==> config.mk <==
export PLATFORM = sky130hd
export DESIGN_NAME = fill_watermark
export DESIGN_NICKNAME = d
export VERILOG_FILES = /design/src/rtl/stats_pkg.sv /design/src/rtl/fill_watermark.sv
export VERILOG_INCLUDE_DIRS = /design/src /design/src/rtl
export SDC_FILE = /design/constraint.sdc
export NUM_CORES = 1
export LEC_CHECK = 0
export BUFFER_PORTS_ARGS = -buffer_cell sky130_fd_sc_hd__buf_2
export CAP_MARGIN = 20
export CELL_PAD_IN_SITES_DETAIL_PLACEMENT = 0
export CELL_PAD_IN_SITES_GLOBAL_PLACEMENT = 1
export CORE_UTILIZATION = 48
export CTS_CLUSTER_SIZE = 24
export DETAILED_ROUTE_END_ITERATION = 10
export PLACE_DENSITY = 0.93
export SYNTH_ARGS = -nofsm -noshare
export SYNTH_HDL_FRONTEND = slang
export SYNTH_SLANG_ARGS = --single-unit
==> constraint.sdc <==
create_clock -name clk_status -period 7.25 [get_ports clk_status]
set_clock_uncertainty 0.2 [all_clocks]
set_input_delay 1.45 -clock clk_status [delete_from_list [all_inputs] [get_ports clk_status]]
set_output_delay 1.45 -clock clk_status [all_outputs]
set_load 0.005 [all_outputs]
==> src/rtl/monitor_params.svh <==
`ifndef MONITOR_PARAMS_SVH
`define MONITOR_PARAMS_SVH

// widths
`define STAT_DATA_W       32
`define STAT_ADDR_W       8
`define STAT_SEL_W        2
`define STATUS_ADDR_W     30
`define PDUMETA_W         28
`define FILL_W            32
`define NUM_FILL_CH       3

// bank select of this block
`define TOP_REG           2'd0

// register offsets in the top bank
`define REG_IN_PKT        8'h01
`define REG_OUT_PKT       8'h02
`define REG_CPU_MATCH     8'h03
`define REG_CPU_NOMATCH   8'h04
`define REG_MAX_FILL_BASE 8'h10
`define REG_CTRL          8'h20

`endif

==> src/rtl/stats_pkg.sv <==
`include "monitor_params.svh"

package stats_pkg;

    // offset inside the top register bank
    typedef logic [`STAT_ADDR_W-1:0] stat_addr_t;

    // one published statistic with its register offset
    typedef struct packed {
        stat_addr_t              addr;
        logic [`STAT_DATA_W-1:0] value;
    } stats_rec_t;

endpackage

==> src/rtl/fill_watermark.sv <==
`timescale 1ns/1ps
`include "monitor_params.svh"

module fill_watermark (
    input  logic                                    clk_status,
    input  logic                                    rst,
    input  logic [`NUM_FILL_CH-1:0][`FILL_W-1:0]   fill_level_i,
    input  logic                                    rec_ready_i,
    output stats_pkg::stats_rec_t                   rec_o,
    output logic                                    rec_valid_o
);
    import stats_pkg::*;

    localparam int IDX_W = $clog2(`NUM_FILL_CH);

    logic [`FILL_W-1:0] max_q [`NUM_FILL_CH];
    logic [IDX_W-1:0]   sweep_idx;
    logic               load_rec;

    // running maximum per channel
    always_ff @(posedge clk_status) begin
        for (int ch = 0; ch < `NUM_FILL_CH; ch++) begin
            if (rst) begin
                max_q[ch] <= '0;
            end else if (fill_level_i[ch] > max_q[ch]) begin
                max_q[ch] <= fill_level_i[ch];
            end
        end
    end

    assign load_rec = ~rec_valid_o | rec_ready_i;

    always_ff @(posedge clk_status) begin
        if (rst) begin
            rec_valid_o <= 1'b0;
            sweep_idx   <= '0;
        end else if (load_rec) begin
            rec_valid_o <= 1'b1;
            // wrap after the last channel
            if (sweep_idx == IDX_W'(`NUM_FILL_CH - 1)) begin
                sweep_idx <= '0;
            end else begin
                sweep_idx <= sweep_idx + 1'b1;
            end
        end
    end

    always_ff @(posedge clk_status) begin
        if (load_rec) begin
            rec_o.addr  <= stat_addr_t'(`REG_MAX_FILL_BASE) + stat_addr_t'(sweep_idx);
            rec_o.value <= max_q[sweep_idx];
        end
    end

    for (genvar ch = 0; ch < `NUM_FILL_CH; ch++) begin : g_mono
        assert property (@(posedge clk_status) disable iff (rst)
            max_q[ch] >= $past(max_q[ch]));
    end

endmodule

==> results.tsv, run 1 <==
metric	value	unit
post-cts-setup-buffers	0	
crit_chain	buf_2 -> ha_1 -> nand4_1 -> nor4_1 -> and2b_1 -> o41ai_4 -> nand3_2	
hold_viol_final	0	
path_class	primary input to flip-flop	
nFillCells	1480	
setup_slack	3.092	ns
finalSetupViolCount	0	
post-place-ws	2.757	ns
area_growth_syn_to_layout	15.15	%
min_period	4.158	ns
crit_buf_inv	1	
drv_cap	0	
fin_nets	1132	
clockBufferDepth	2	
fp-row-count	47	
drtAntennaViolNets	0	
crit_path_max_fanout	32	
rsz0062_at_grt	no	
grt_pass1_vias	6086	
ys.flop_type	edfxtp_1	
slew_headroom	26.40	%
synth_edf_count	130	
clk_latency	0.42	ns
cpLargestDelayFamily	simple AND/OR/NAND/NOR gates	
port_buffers	133	
utilization	57.40	%
hold_ws	0.3479	ns
hpwl	14660	um
drc	0	
diodes	0	
final_cell_mix	139 x nand2_1, 133 x buf_2, 130 x edfxtp_1	
grt.total_usage	23.39	%
synthesis.area	0.008384	mm^2
r2r_slack	3.80	ns
ctsHoldBuffers	0	
via_per_inst	5.400	
worst_pin_slew	1.104	ns
die_area	0.01800	mm^2
hold_path.class	flip-flop to flip-flop	
cts_tree	built	
syn_avg_cell_area	10.27	um^2
grt_overflow_total	0	
ios	140	
postSynthCellCount	816	
drt_iter0_drc	442	
cts_resized	0	
drive_above_1_share	20.84	%
initial_utilization	49.85	%
p_leak	0.004184	uW
start_kind	primary input	
cp_num_cells	7	
crit_path_start	fill_level_i[43]	
core_area	0.01682	mm^2
hold_start	max_q[2][14]$_SDFFCE_PN0P_	
yosysWarnings	0	
end_kind	flip-flop	
ys_ff_latch	133	
async_reset_ff_share	0	%
r2r-end	max_q[1][10]$_SDFFCE_PN0P_	
die_w	134.2	um
maxSlewViolCount	0	
seq_area_frac_synth	47.28	%
reg2reg_depth	7	
root_buffer	clkbuf_16	
wl	20310	um
ys_types	42	
antenna_found_initial	0	
gp_congestion	0.8524	
cts_buffers	17	
dr.pass1.iters	5	
crit_required	6.94	ns
clock_sinks	133	
final_common_cell	nand2_1	
power.density	276.7	mW/mm^2
htreeDepth	4	
wl_per_cell	17.36	um
vdd_drop_max	0.1880	mV
vias	6318	
period_share	57.36	%
grt_max_degree	69	
cpMaxStageDelayCell	nand3_2	
timing.fmax	240.5	MHz
die_y	134.2	um
critical-path-max-stage-delay	0.73	ns
cts.clk_slew.worst_paths	0.06	ns
critical_path.endpoint	max_q[1][10]$_SDFFCE_PN0P_	
grt_pass1_wl	31560	um
status	finished, final reports clean	
worstPathArrival	3.85	ns
r2r-start	max_q[1][14]$_SDFFCE_PN0P_	
fin_setup_tns	0	ns
==> registers in the layout, summed over array words and instances, names as in the netlist <==
name and count:
max_q 96, rec_o 34, rec_valid_o 1, sweep_idx 2
==> report_power, final <==
group          total (uW)  switching, uW  leakage, uW  internal (uW)
Sequential           1180            104      0.00146           1080
Clock                 786            318     0.000250            467
Combinational         706            427      0.00248            278
Total                2670            850      0.00418           1820
==> area by class of cell <==
type,count,area (um^2),share of cell area (%)
Multi-Input combinational cell,544,3762,38.97
Inverter,98,367.9,3.810
Clock buffer,22,444.2,4.601
Timing Repair Buffer,143,753.2,7.802
Sequential cell,133,3966,41.08
Clock inverter,10,85.08,0.8813
Tap cell,220,275.3,2.851
==> routing by layer <==
metal	part of all wire, %	vias to the layer above	routed length [um]	global-route usage [%]
li1	-	3145	-	-
met1	45	2922	9122	31.28
met2	47	218	9593	37.91
met3	5.6	33	1135	3.893
met4	2.3	0	460	9.301
met5	0	-	0	0
==> per-stage QoR <==
step / instances / area (um^2) / total power, uW
2_1_floorplan: 820 / 8399 / 1645
3_3_place_gp: 1137 / 9105 / 1874
3_5_place_dp: 1137 / 9105 / 1895
4_1_cts: 1169 / 9634 / 2685
5_1_grt: 1170 / 9654 / 2824
6_report: 1170 / 9654 / 2672
==> how the worst min path moves through the flow <==
stage / end / cells after the start / slack (ns)
2_1_floorplan: rec_o[32]$_DFFE_PP_ / 0 / 0.21
3_3_place_gp: rec_o[19]$_DFFE_PP_ / 2 / 0.34
3_5_place_dp: rec_o[14]$_DFFE_PP_ / 2 / 0.34
4_1_cts: rec_o[14]$_DFFE_PP_ / 2 / 0.36
5_1_grt: rec_o[14]$_DFFE_PP_ / 2 / 0.37
6_report: rec_o[14]$_DFFE_PP_ / 2 / 0.35
==> cells in the mapped netlist, types with 5 or more instances <==
master	instances	share of area [%]
a21oi_2	11	1.1
nand3_1	12	0.72
nand2_1	139	6.2
mux2i_1	32	3.8
buf_6	15	2.0
nor2_1	6	0.27
clkbuf_1	18	0.81
a21o_1	14	1.3
inv_1	97	4.3
nand4_1	18	1.3
ha_1	96	14
o21ai_0	39	2.3
buf_2	5	0.30
edfxtp_1	130	47
a21oi_1	120	7.2
buf_4	7	0.63
a211oi_1	5	0.45
==> logic make-up after synthesis <==
group	share of synthesized area, %
AOI/OAI and AO/OA	15.46
buffers and inverters	8.133
other	0.08957
and+or+nand+nor	10.89
adders and majority gates	14.33
DFF	47.28
muxes	3.820
==> worst min-delay path, stage by stage (launching register included) <==
cell      delay [ns]
edfxtp_1        0.34
nand2_1         0.05
o21ai_0         0.05
No activity file was read; power rests on OpenSTA's default activity.
==> inputs of run 2 (changes only) <==
ABC_AREA = 1   (was not set)
CORE_UTILIZATION = 39   (was 48)
PLACE_DENSITY = 0.83   (was 0.93)
clock period = 3.6 ns   (was 7.25 ns; I/O delays follow)
==> results.tsv, run 2 <==
metric	value	unit	change
start_kind	primary input		
synth_top_area_share	47.67	%	+1.1 points
syn_avg_cell_area	9.511	um^2	-7.4%
cts.clk_slew.worst_paths	0.06	ns	about the same
antenna_found_initial	0		unchanged
crit_path_max_fanout	20		-38%
postSynthCellCount	861		+5.5%
htreeDepth	4		unchanged
cts_resized	0		unchanged
met3_usage	3.509	%	-0.38 points
drt_iter0_drc	264		-40%
p_int	3841	uW	+110%
min_period	2.565	ns	
grt.total_usage	18.05	%	-5.3 points
hold_start	sweep_idx[0]$_SDFFE_PP0P_		
grt_pass1_vias	5836		-4.1%
wl_per_cell	14.44	um	-17%
grt_pass1_wl	29770	um	-5.7%
vdd_drop_max	0.2608	mV	+39%
net-switching-power	1770	uW	+110%
vias	5903		-6.6%
fp-row-count	52		+11%
crit_buf_inv	2		+1
r2r-start	max_q[0][31]$_SDFFCE_PN0P_		
root_buffer	clkbuf_16		
final_cells	1285		+9.8%
async_reset_ff_share	0	%	unchanged
power_frac_comb	26.9	%	+0.5 points
synth_edf_count	130		unchanged
clockBufferDepth	2		unchanged
ios	140		unchanged
port_buffers	133		unchanged
slew_headroom	58.68	%	+32 points
fin_nets	1197		+5.7%
r2r_slack	1.04	ns	-2.76 ns
r2r-end	max_q[0][3]$_SDFFCE_PN0P_		
die_area	0.02158	mm^2	+20%
grt_use_met1	24.35	%	-6.9 points
use_met2	29.50	%	-8.4 points
post-place-cells	1253		+10%
whs_path_depth	0		-2
initial_utilization	40.08	%	-9.8 points
hold_path.class	flip-flop to flip-flop		
placed_cell_area	0.009110	mm^2	about the same
power.density	578.6	mW/mm^2	+110%
diodes	0		unchanged
reg.largest.list	max_q (96), rec_o (34), sweep_idx (2)		
p_leak	0.004717	uW	+13%
status	finished, final reports clean		
core_area	0.02043	mm^2	+21%
hold_viol_final	0		unchanged
critical-path-max-stage-delay	0.37	ns	-0.36 ns
ys_types	26		-38%
end_kind	flip-flop		
final_common_cell	inv_1		
die_y	146.9	um	+9.5%
fin_setup_tns	0	ns	unchanged
largest-register	max_q		
grt_overflow_total	0		unchanged
crit_required	3.57	ns	-3.37 ns
hpwl	14380	um	-1.9%
drc	0		unchanged
gp_congestion	0.7922		-7.1%
cpMaxStageDelayCell	nand3_2		
maxSlewViolCount	0		unchanged
ys.flop_type	edfxtp_1		
yosys-top-cells-area	edfxtp_1 48%, ha_1 15%, inv_1 9.9%		
p_clk_share	31.1	%	+1.7 points
rsz0062_at_grt	no		
synthesis.area	0.008189	mm^2	-2.3%
via_per_inst	4.594		-15%
post-place-ws	0.5931	ns	-2.164 ns
clk_latency	0.42	ns	about the same
clock_sinks	133		unchanged
crit_path_start	fill_level_i[31]		
cts_buffers	17		unchanged
final_cell_mix	215 x inv_1, 133 x buf_2, 130 x edfxtp_1		
path_class	primary input to flip-flop		
yosysWarnings	0		unchanged
drtAntennaViolNets	0		unchanged
synth_most_common_cell	inv_1		
worst_pin_slew	0.6198	ns	-0.4843 ns
seq_area_frac_synth	48.40	%	+1.1 points
cts_tree	built		
period_share	71.24	%	
synth_common_cells	215 x inv_1, 130 x edfxtp_1, 117 x nand2_1		
synth_top_area_cell	edfxtp_1		
postLayoutCellArea	0.009698	mm^2	+0.45%
drv_cap	0		unchanged
timing.fmax	389.9	MHz	
swShare	31.55	%	-0.25 points
setup_slack	1.035	ns	-2.056 ns
nFillCells	1995		+35%
grt_max_degree	35		-49%
seq_power_share	42.0	%	-2.2 points
largest_reg_flops	96		unchanged
ys_ff_latch	133		unchanged
ctsHoldBuffers	0		unchanged
drive_above_1_share	26.90	%	+6.1 points
post-cts-setup-buffers	0		unchanged
wl	18550	um	-8.7%
crit_chain	buf_2 -> ha_1 -> nand2_1 -> nor2_1 -> nand2_1 -> nor2_2 -> nand4_1 -> nand3_2 -> buf_12 -> nor2_2		
worstPathArrival	2.54	ns	-1.31 ns
grt-busiest-layer	met2		
reg2reg_depth	10		+3
finalSetupViolCount	0		unchanged
dr.pass1.iters	4		-1
min_to	rec_o[32]$_DFFE_PP_		
cpLargestDelayFamily	simple AND/OR/NAND/NOR gates		
die_w	146.9	um	+9.5%
area_growth_syn_to_layout	18.43	%	
[run 2: cell count changes after synthesis, moves of 30 or more]
| cell | delta |
|---|---|
| inv_1 | +118 |
| nor2_2 | +90 |
| a21oi_1 | -80 |
| nor2_1 | +35 |
| mux2i_1 | -32 |
| a22oi_1 | +30 |
[run 2: area by class of cell]
class	count	area, um^2	area share [%]
Sequential cell	133	3964	40.87
Inverter	216	810.8	8.360
Clock buffer	18	429.2	4.425
Tap cell	270	337.8	3.483
Clock inverter	14	158.9	1.638
Timing Repair Buffer	143	753.2	7.767
Multi-Input combinational cell	491	3244	33.45
[run 2: worst max-delay path by stage]
stage	endpoint	slack [ns]	cells past startpoint
2_1_floorplan	max_q[1][0]$_SDFFCE_PN0P_	0.74	9
3_3_place_gp	max_q[0][0]$_SDFFCE_PN0P_	0.63	10
3_5_place_dp	max_q[0][0]$_SDFFCE_PN0P_	0.59	11
4_1_cts	max_q[0][3]$_SDFFCE_PN0P_	0.98	11
5_1_grt	max_q[0][0]$_SDFFCE_PN0P_	0.76	11
6_report	max_q[0][3]$_SDFFCE_PN0P_	1.04	10
[run 2: logic make-up after synthesis]
family / after synthesis / synth area share, %
simple gates: 273 / 16.38
fa+ha+maj: 96 / 14.67
flops: 133 / 48.40
buf+inv: 241 / 12.19
other cells: 2 / 0.09171
compound gates: 116 / 8.266
[run 2: metal layers]
metal	part of all wire (%)	vias up
met4	0.90	0
met3	4.6	12
met2	48	135
met1	47	2715
li1	-	3041
met5	0	-
[run 2: metrics by stage]
| stage | hold WS, ns | util [%] | total power [uW] |
|---|---|---|---|
| final | 0.3426 | 47.47 | 5611 |
| after global routing | 0.3406 | 47.47 | 5998 |
| after CTS | 0.3316 | 47.47 | 5683 |
| after floorplan | 0.2064 | - | 3383 |
| after detailed placement | 0.3232 | 44.59 | 3911 |
| after global placement | 0.3209 | 44.59 | 3863 |
[run 2: power groups by stage]
stage          sequential, uW  clock, uW  combinational (uW)
6_report                 2360       1750                1510
5_1_grt                  2400       1840                1760
4_1_cts                  2360       1790                1540
3_5_place_dp             2390          0                1520
3_3_place_gp             2380          0                1490
2_1_floorplan            2340          0                1050
==> inputs of run 3 (changes only) <==
ABC_AREA = 0   (was 1)
CORE_UTILIZATION = 40   (was 39)
PLACE_DENSITY = 0.84   (was 0.83)
clock period = 2.3 ns   (was 3.6 ns; I/O delays follow)
==> results.tsv, run 3 (synthesized netlist as in run 1, its figures left out) <==
metric	value	unit	change
status	finished with violations		
violations	negative setup slack		
final_common_cell	buf_4		
min_period	2.571	ns	
cts.clk_slew.worst_paths	0.06	ns	about the same
period_share	111.8	%	
core_area	0.02036	mm^2	-0.32%
die_y	146.8	um	about the same
root_buffer	clkbuf_16		
port_buffers	133		unchanged
largest_reg_flops	96		unchanged
start_kind	flip-flop		
cts_tree	built		
grt_overflow_total	0		unchanged
via_per_inst	5.146		+12%
crit_required	2.29	ns	-1.28 ns
maxSlewViolCount	0		unchanged
wl_met2	12130	um	+37%
top_layer	met4		
r2r-end	max_q[1][5]$_SDFFCE_PN0P_		
whs_path_depth	2		+2
p_clk_share	26.2	%	-4.9 points
wl	24170	um	+30%
fin_nets	1304		+8.9%
reg2reg_depth	10		unchanged
r2r_slack	-0.27	ns	-1.31 ns
net-switching-power	3331	uW	+88%
drtAntennaViolNets	0		unchanged
ios	140		unchanged
crit_path_max_fanout	12		-40%
setup_slack	-0.2710	ns	-1.306 ns
rsz0062_at_grt	yes		
post-place-ws	-0.4517	ns	-1.045 ns
area_growth_syn_to_layout	48.05	%	
r2r-start	max_q[1][7]$_SDFFCE_PN0P_		
end_kind	flip-flop		
clockBufferDepth	2		unchanged
grt.total_usage	21.48	%	+3.4 points
nFillCells	1638		-18%
largest-register	max_q		
hold_start	rst		
slew_headroom	66.03	%	+7.3 points
path_class	flip-flop to flip-flop		
vias	7163		+21%
die_w	146.8	um	about the same
placed_cell_area	0.01061	mm^2	+16%
p_leak	0.005276	uW	+12%
seq_power_share	36.4	%	-5.6 points
fp-row-count	52		unchanged
wl_met3	1195	um	+40%
worstPathArrival	2.56	ns	+0.02 ns
reg.largest.list	max_q (96), rec_o (34), sweep_idx (2)		
cts_buffers	17		unchanged
gp_congestion	0.8575		+8.2%
drt_iter0_drc	351		+33%
htreeDepth	4		unchanged
power.density	811.5	mW/mm^2	+40%
dr.pass1.iters	5		+1
grt_pass1_vias	6813		+17%
diodes	0		unchanged
swShare	33.07	%	+1.5 points
clk_latency	0.42	ns	about the same
initial_utilization	41.17	%	+1.1 points
die_area	0.02154	mm^2	-0.17%
drive_above_1_share	45.90	%	+19 points
drv_cap	0		unchanged
ctsHoldBuffers	0		unchanged
wl_per_cell	17.36	um	+20%
clock_sinks	133		unchanged
worst_pin_slew	0.5096	ns	-0.1102 ns
antenna_found_initial	0		unchanged
grt_pass1_wl	35500	um	+19%
grt_max_degree	38		+8.6%
hold_viol_final	0		unchanged
hpwl	16490	um	+15%
postLayoutCellArea	0.01241	mm^2	+28%
drc	0		unchanged
timing.fmax	388.9	MHz	
final_cell_mix	139 x buf_4, 138 x nand2_1, 133 x buf_2		
hold_path.class	primary input to flip-flop		
wl_met1	10390	um	+19%
utilization	60.95	%	+13 points
vdd_drop_max	0.6256	mV	+140%
power_frac_comb	37.3	%	+10 points
p_int	6742	uW	+76%
min_to	sweep_idx[0]$_SDFFE_PP0P_		
finalSetupViolCount	192		+192
==> run 3: cell types whose count changed in the layout (fill, tap and decap cells not counted), sizes merged, moves of 6 or more <==
cell	before	now
a21o	4	14
a21oi	40	131
a22oi	30	0
buf	143	309
inv	217	104
mux2i	0	32
nand2	120	139
nand4	7	20
nor2	133	6
nor4	0	6
==> run 3: worst max-delay path: stages (launching register included) <==
cell and delay [ns]:
edfxtp_1 0.36, inv_2 0.05, ha_4 0.27, nand4_1 0.23, nor4_4 0.35, buf_4 0.17
nand2_1 0.08, o41ai_4 0.07, buf_6 0.22, nand3_4 0.13, buf_12 0.19
==> run 3: final cells by class <==
class	instances	area, um^2	share of cell area [%]
Multi-Input combinational cell	544	4721	38.03
Sequential cell	133	3966	31.95
Timing Repair Buffer	315	2450	19.74
Clock buffer	17	425.4	3.427
Inverter	98	367.9	2.963
Tap cell	270	337.8	2.721
Clock inverter	15	145.1	1.169
==> run 3: routing by layer <==
layer,GRT usage (%),vias to the layer above
met5,0,-
met3,3.820,34
met1,27.56,3426
li1,-,3503
met2,36.87,200
met4,6.406,0
==> run 3: worst max-delay path by stage <==
stage | startpoint | to
after floorplan | fill_level_i[61] | max_q[1][0]$_SDFFCE_PN0P_
after global placement | fill_level_i[43] | max_q[1][29]$_SDFFCE_PN0P_
after detailed placement | fill_level_i[46] | max_q[1][21]$_SDFFCE_PN0P_
after CTS | max_q[1][30]$_SDFFCE_PN0P_ | max_q[1][5]$_SDFFCE_PN0P_
after global routing | max_q[1][12]$_SDFFCE_PN0P_ | max_q[1][5]$_SDFFCE_PN0P_
final | max_q[1][7]$_SDFFCE_PN0P_ | max_q[1][5]$_SDFFCE_PN0P_
==> run 3: metrics by stage <==
stage          instances  TNS, ns  hold slack [ns]  total power (uW)
4_1_cts             1359   -28.82           0.1457              9554
6_report            1392   -41.93           0.1636             10070
5_1_grt             1392   -57.29           0.1610             10640
2_1_floorplan        820   -26.87           0.2064              5319
3_3_place_gp        1314   -65.43           0.3488              6629
3_5_place_dp        1314   -71.46           0.3453              6718
==> run 3: timing repair <==
item / in CTS / in global routing
resized for setup: 42 / 121
setup buffers: 12 / 26
pin swaps: 11 / 49
setup endpoints to repair: 192 / 192
cloned: 1 / 7
==> run 3: power groups by stage <==
stage | Combinational [uW] | Sequential, uW | Clock, uW
3_3_place_gp | 2940 | 3690 | 0
4_1_cts | 3200 | 3670 | 2680
3_5_place_dp | 3010 | 3700 | 0
5_1_grt | 4130 | 3740 | 2770
2_1_floorplan | 1690 | 3630 | 0
6_report | 3760 | 3670 | 2640
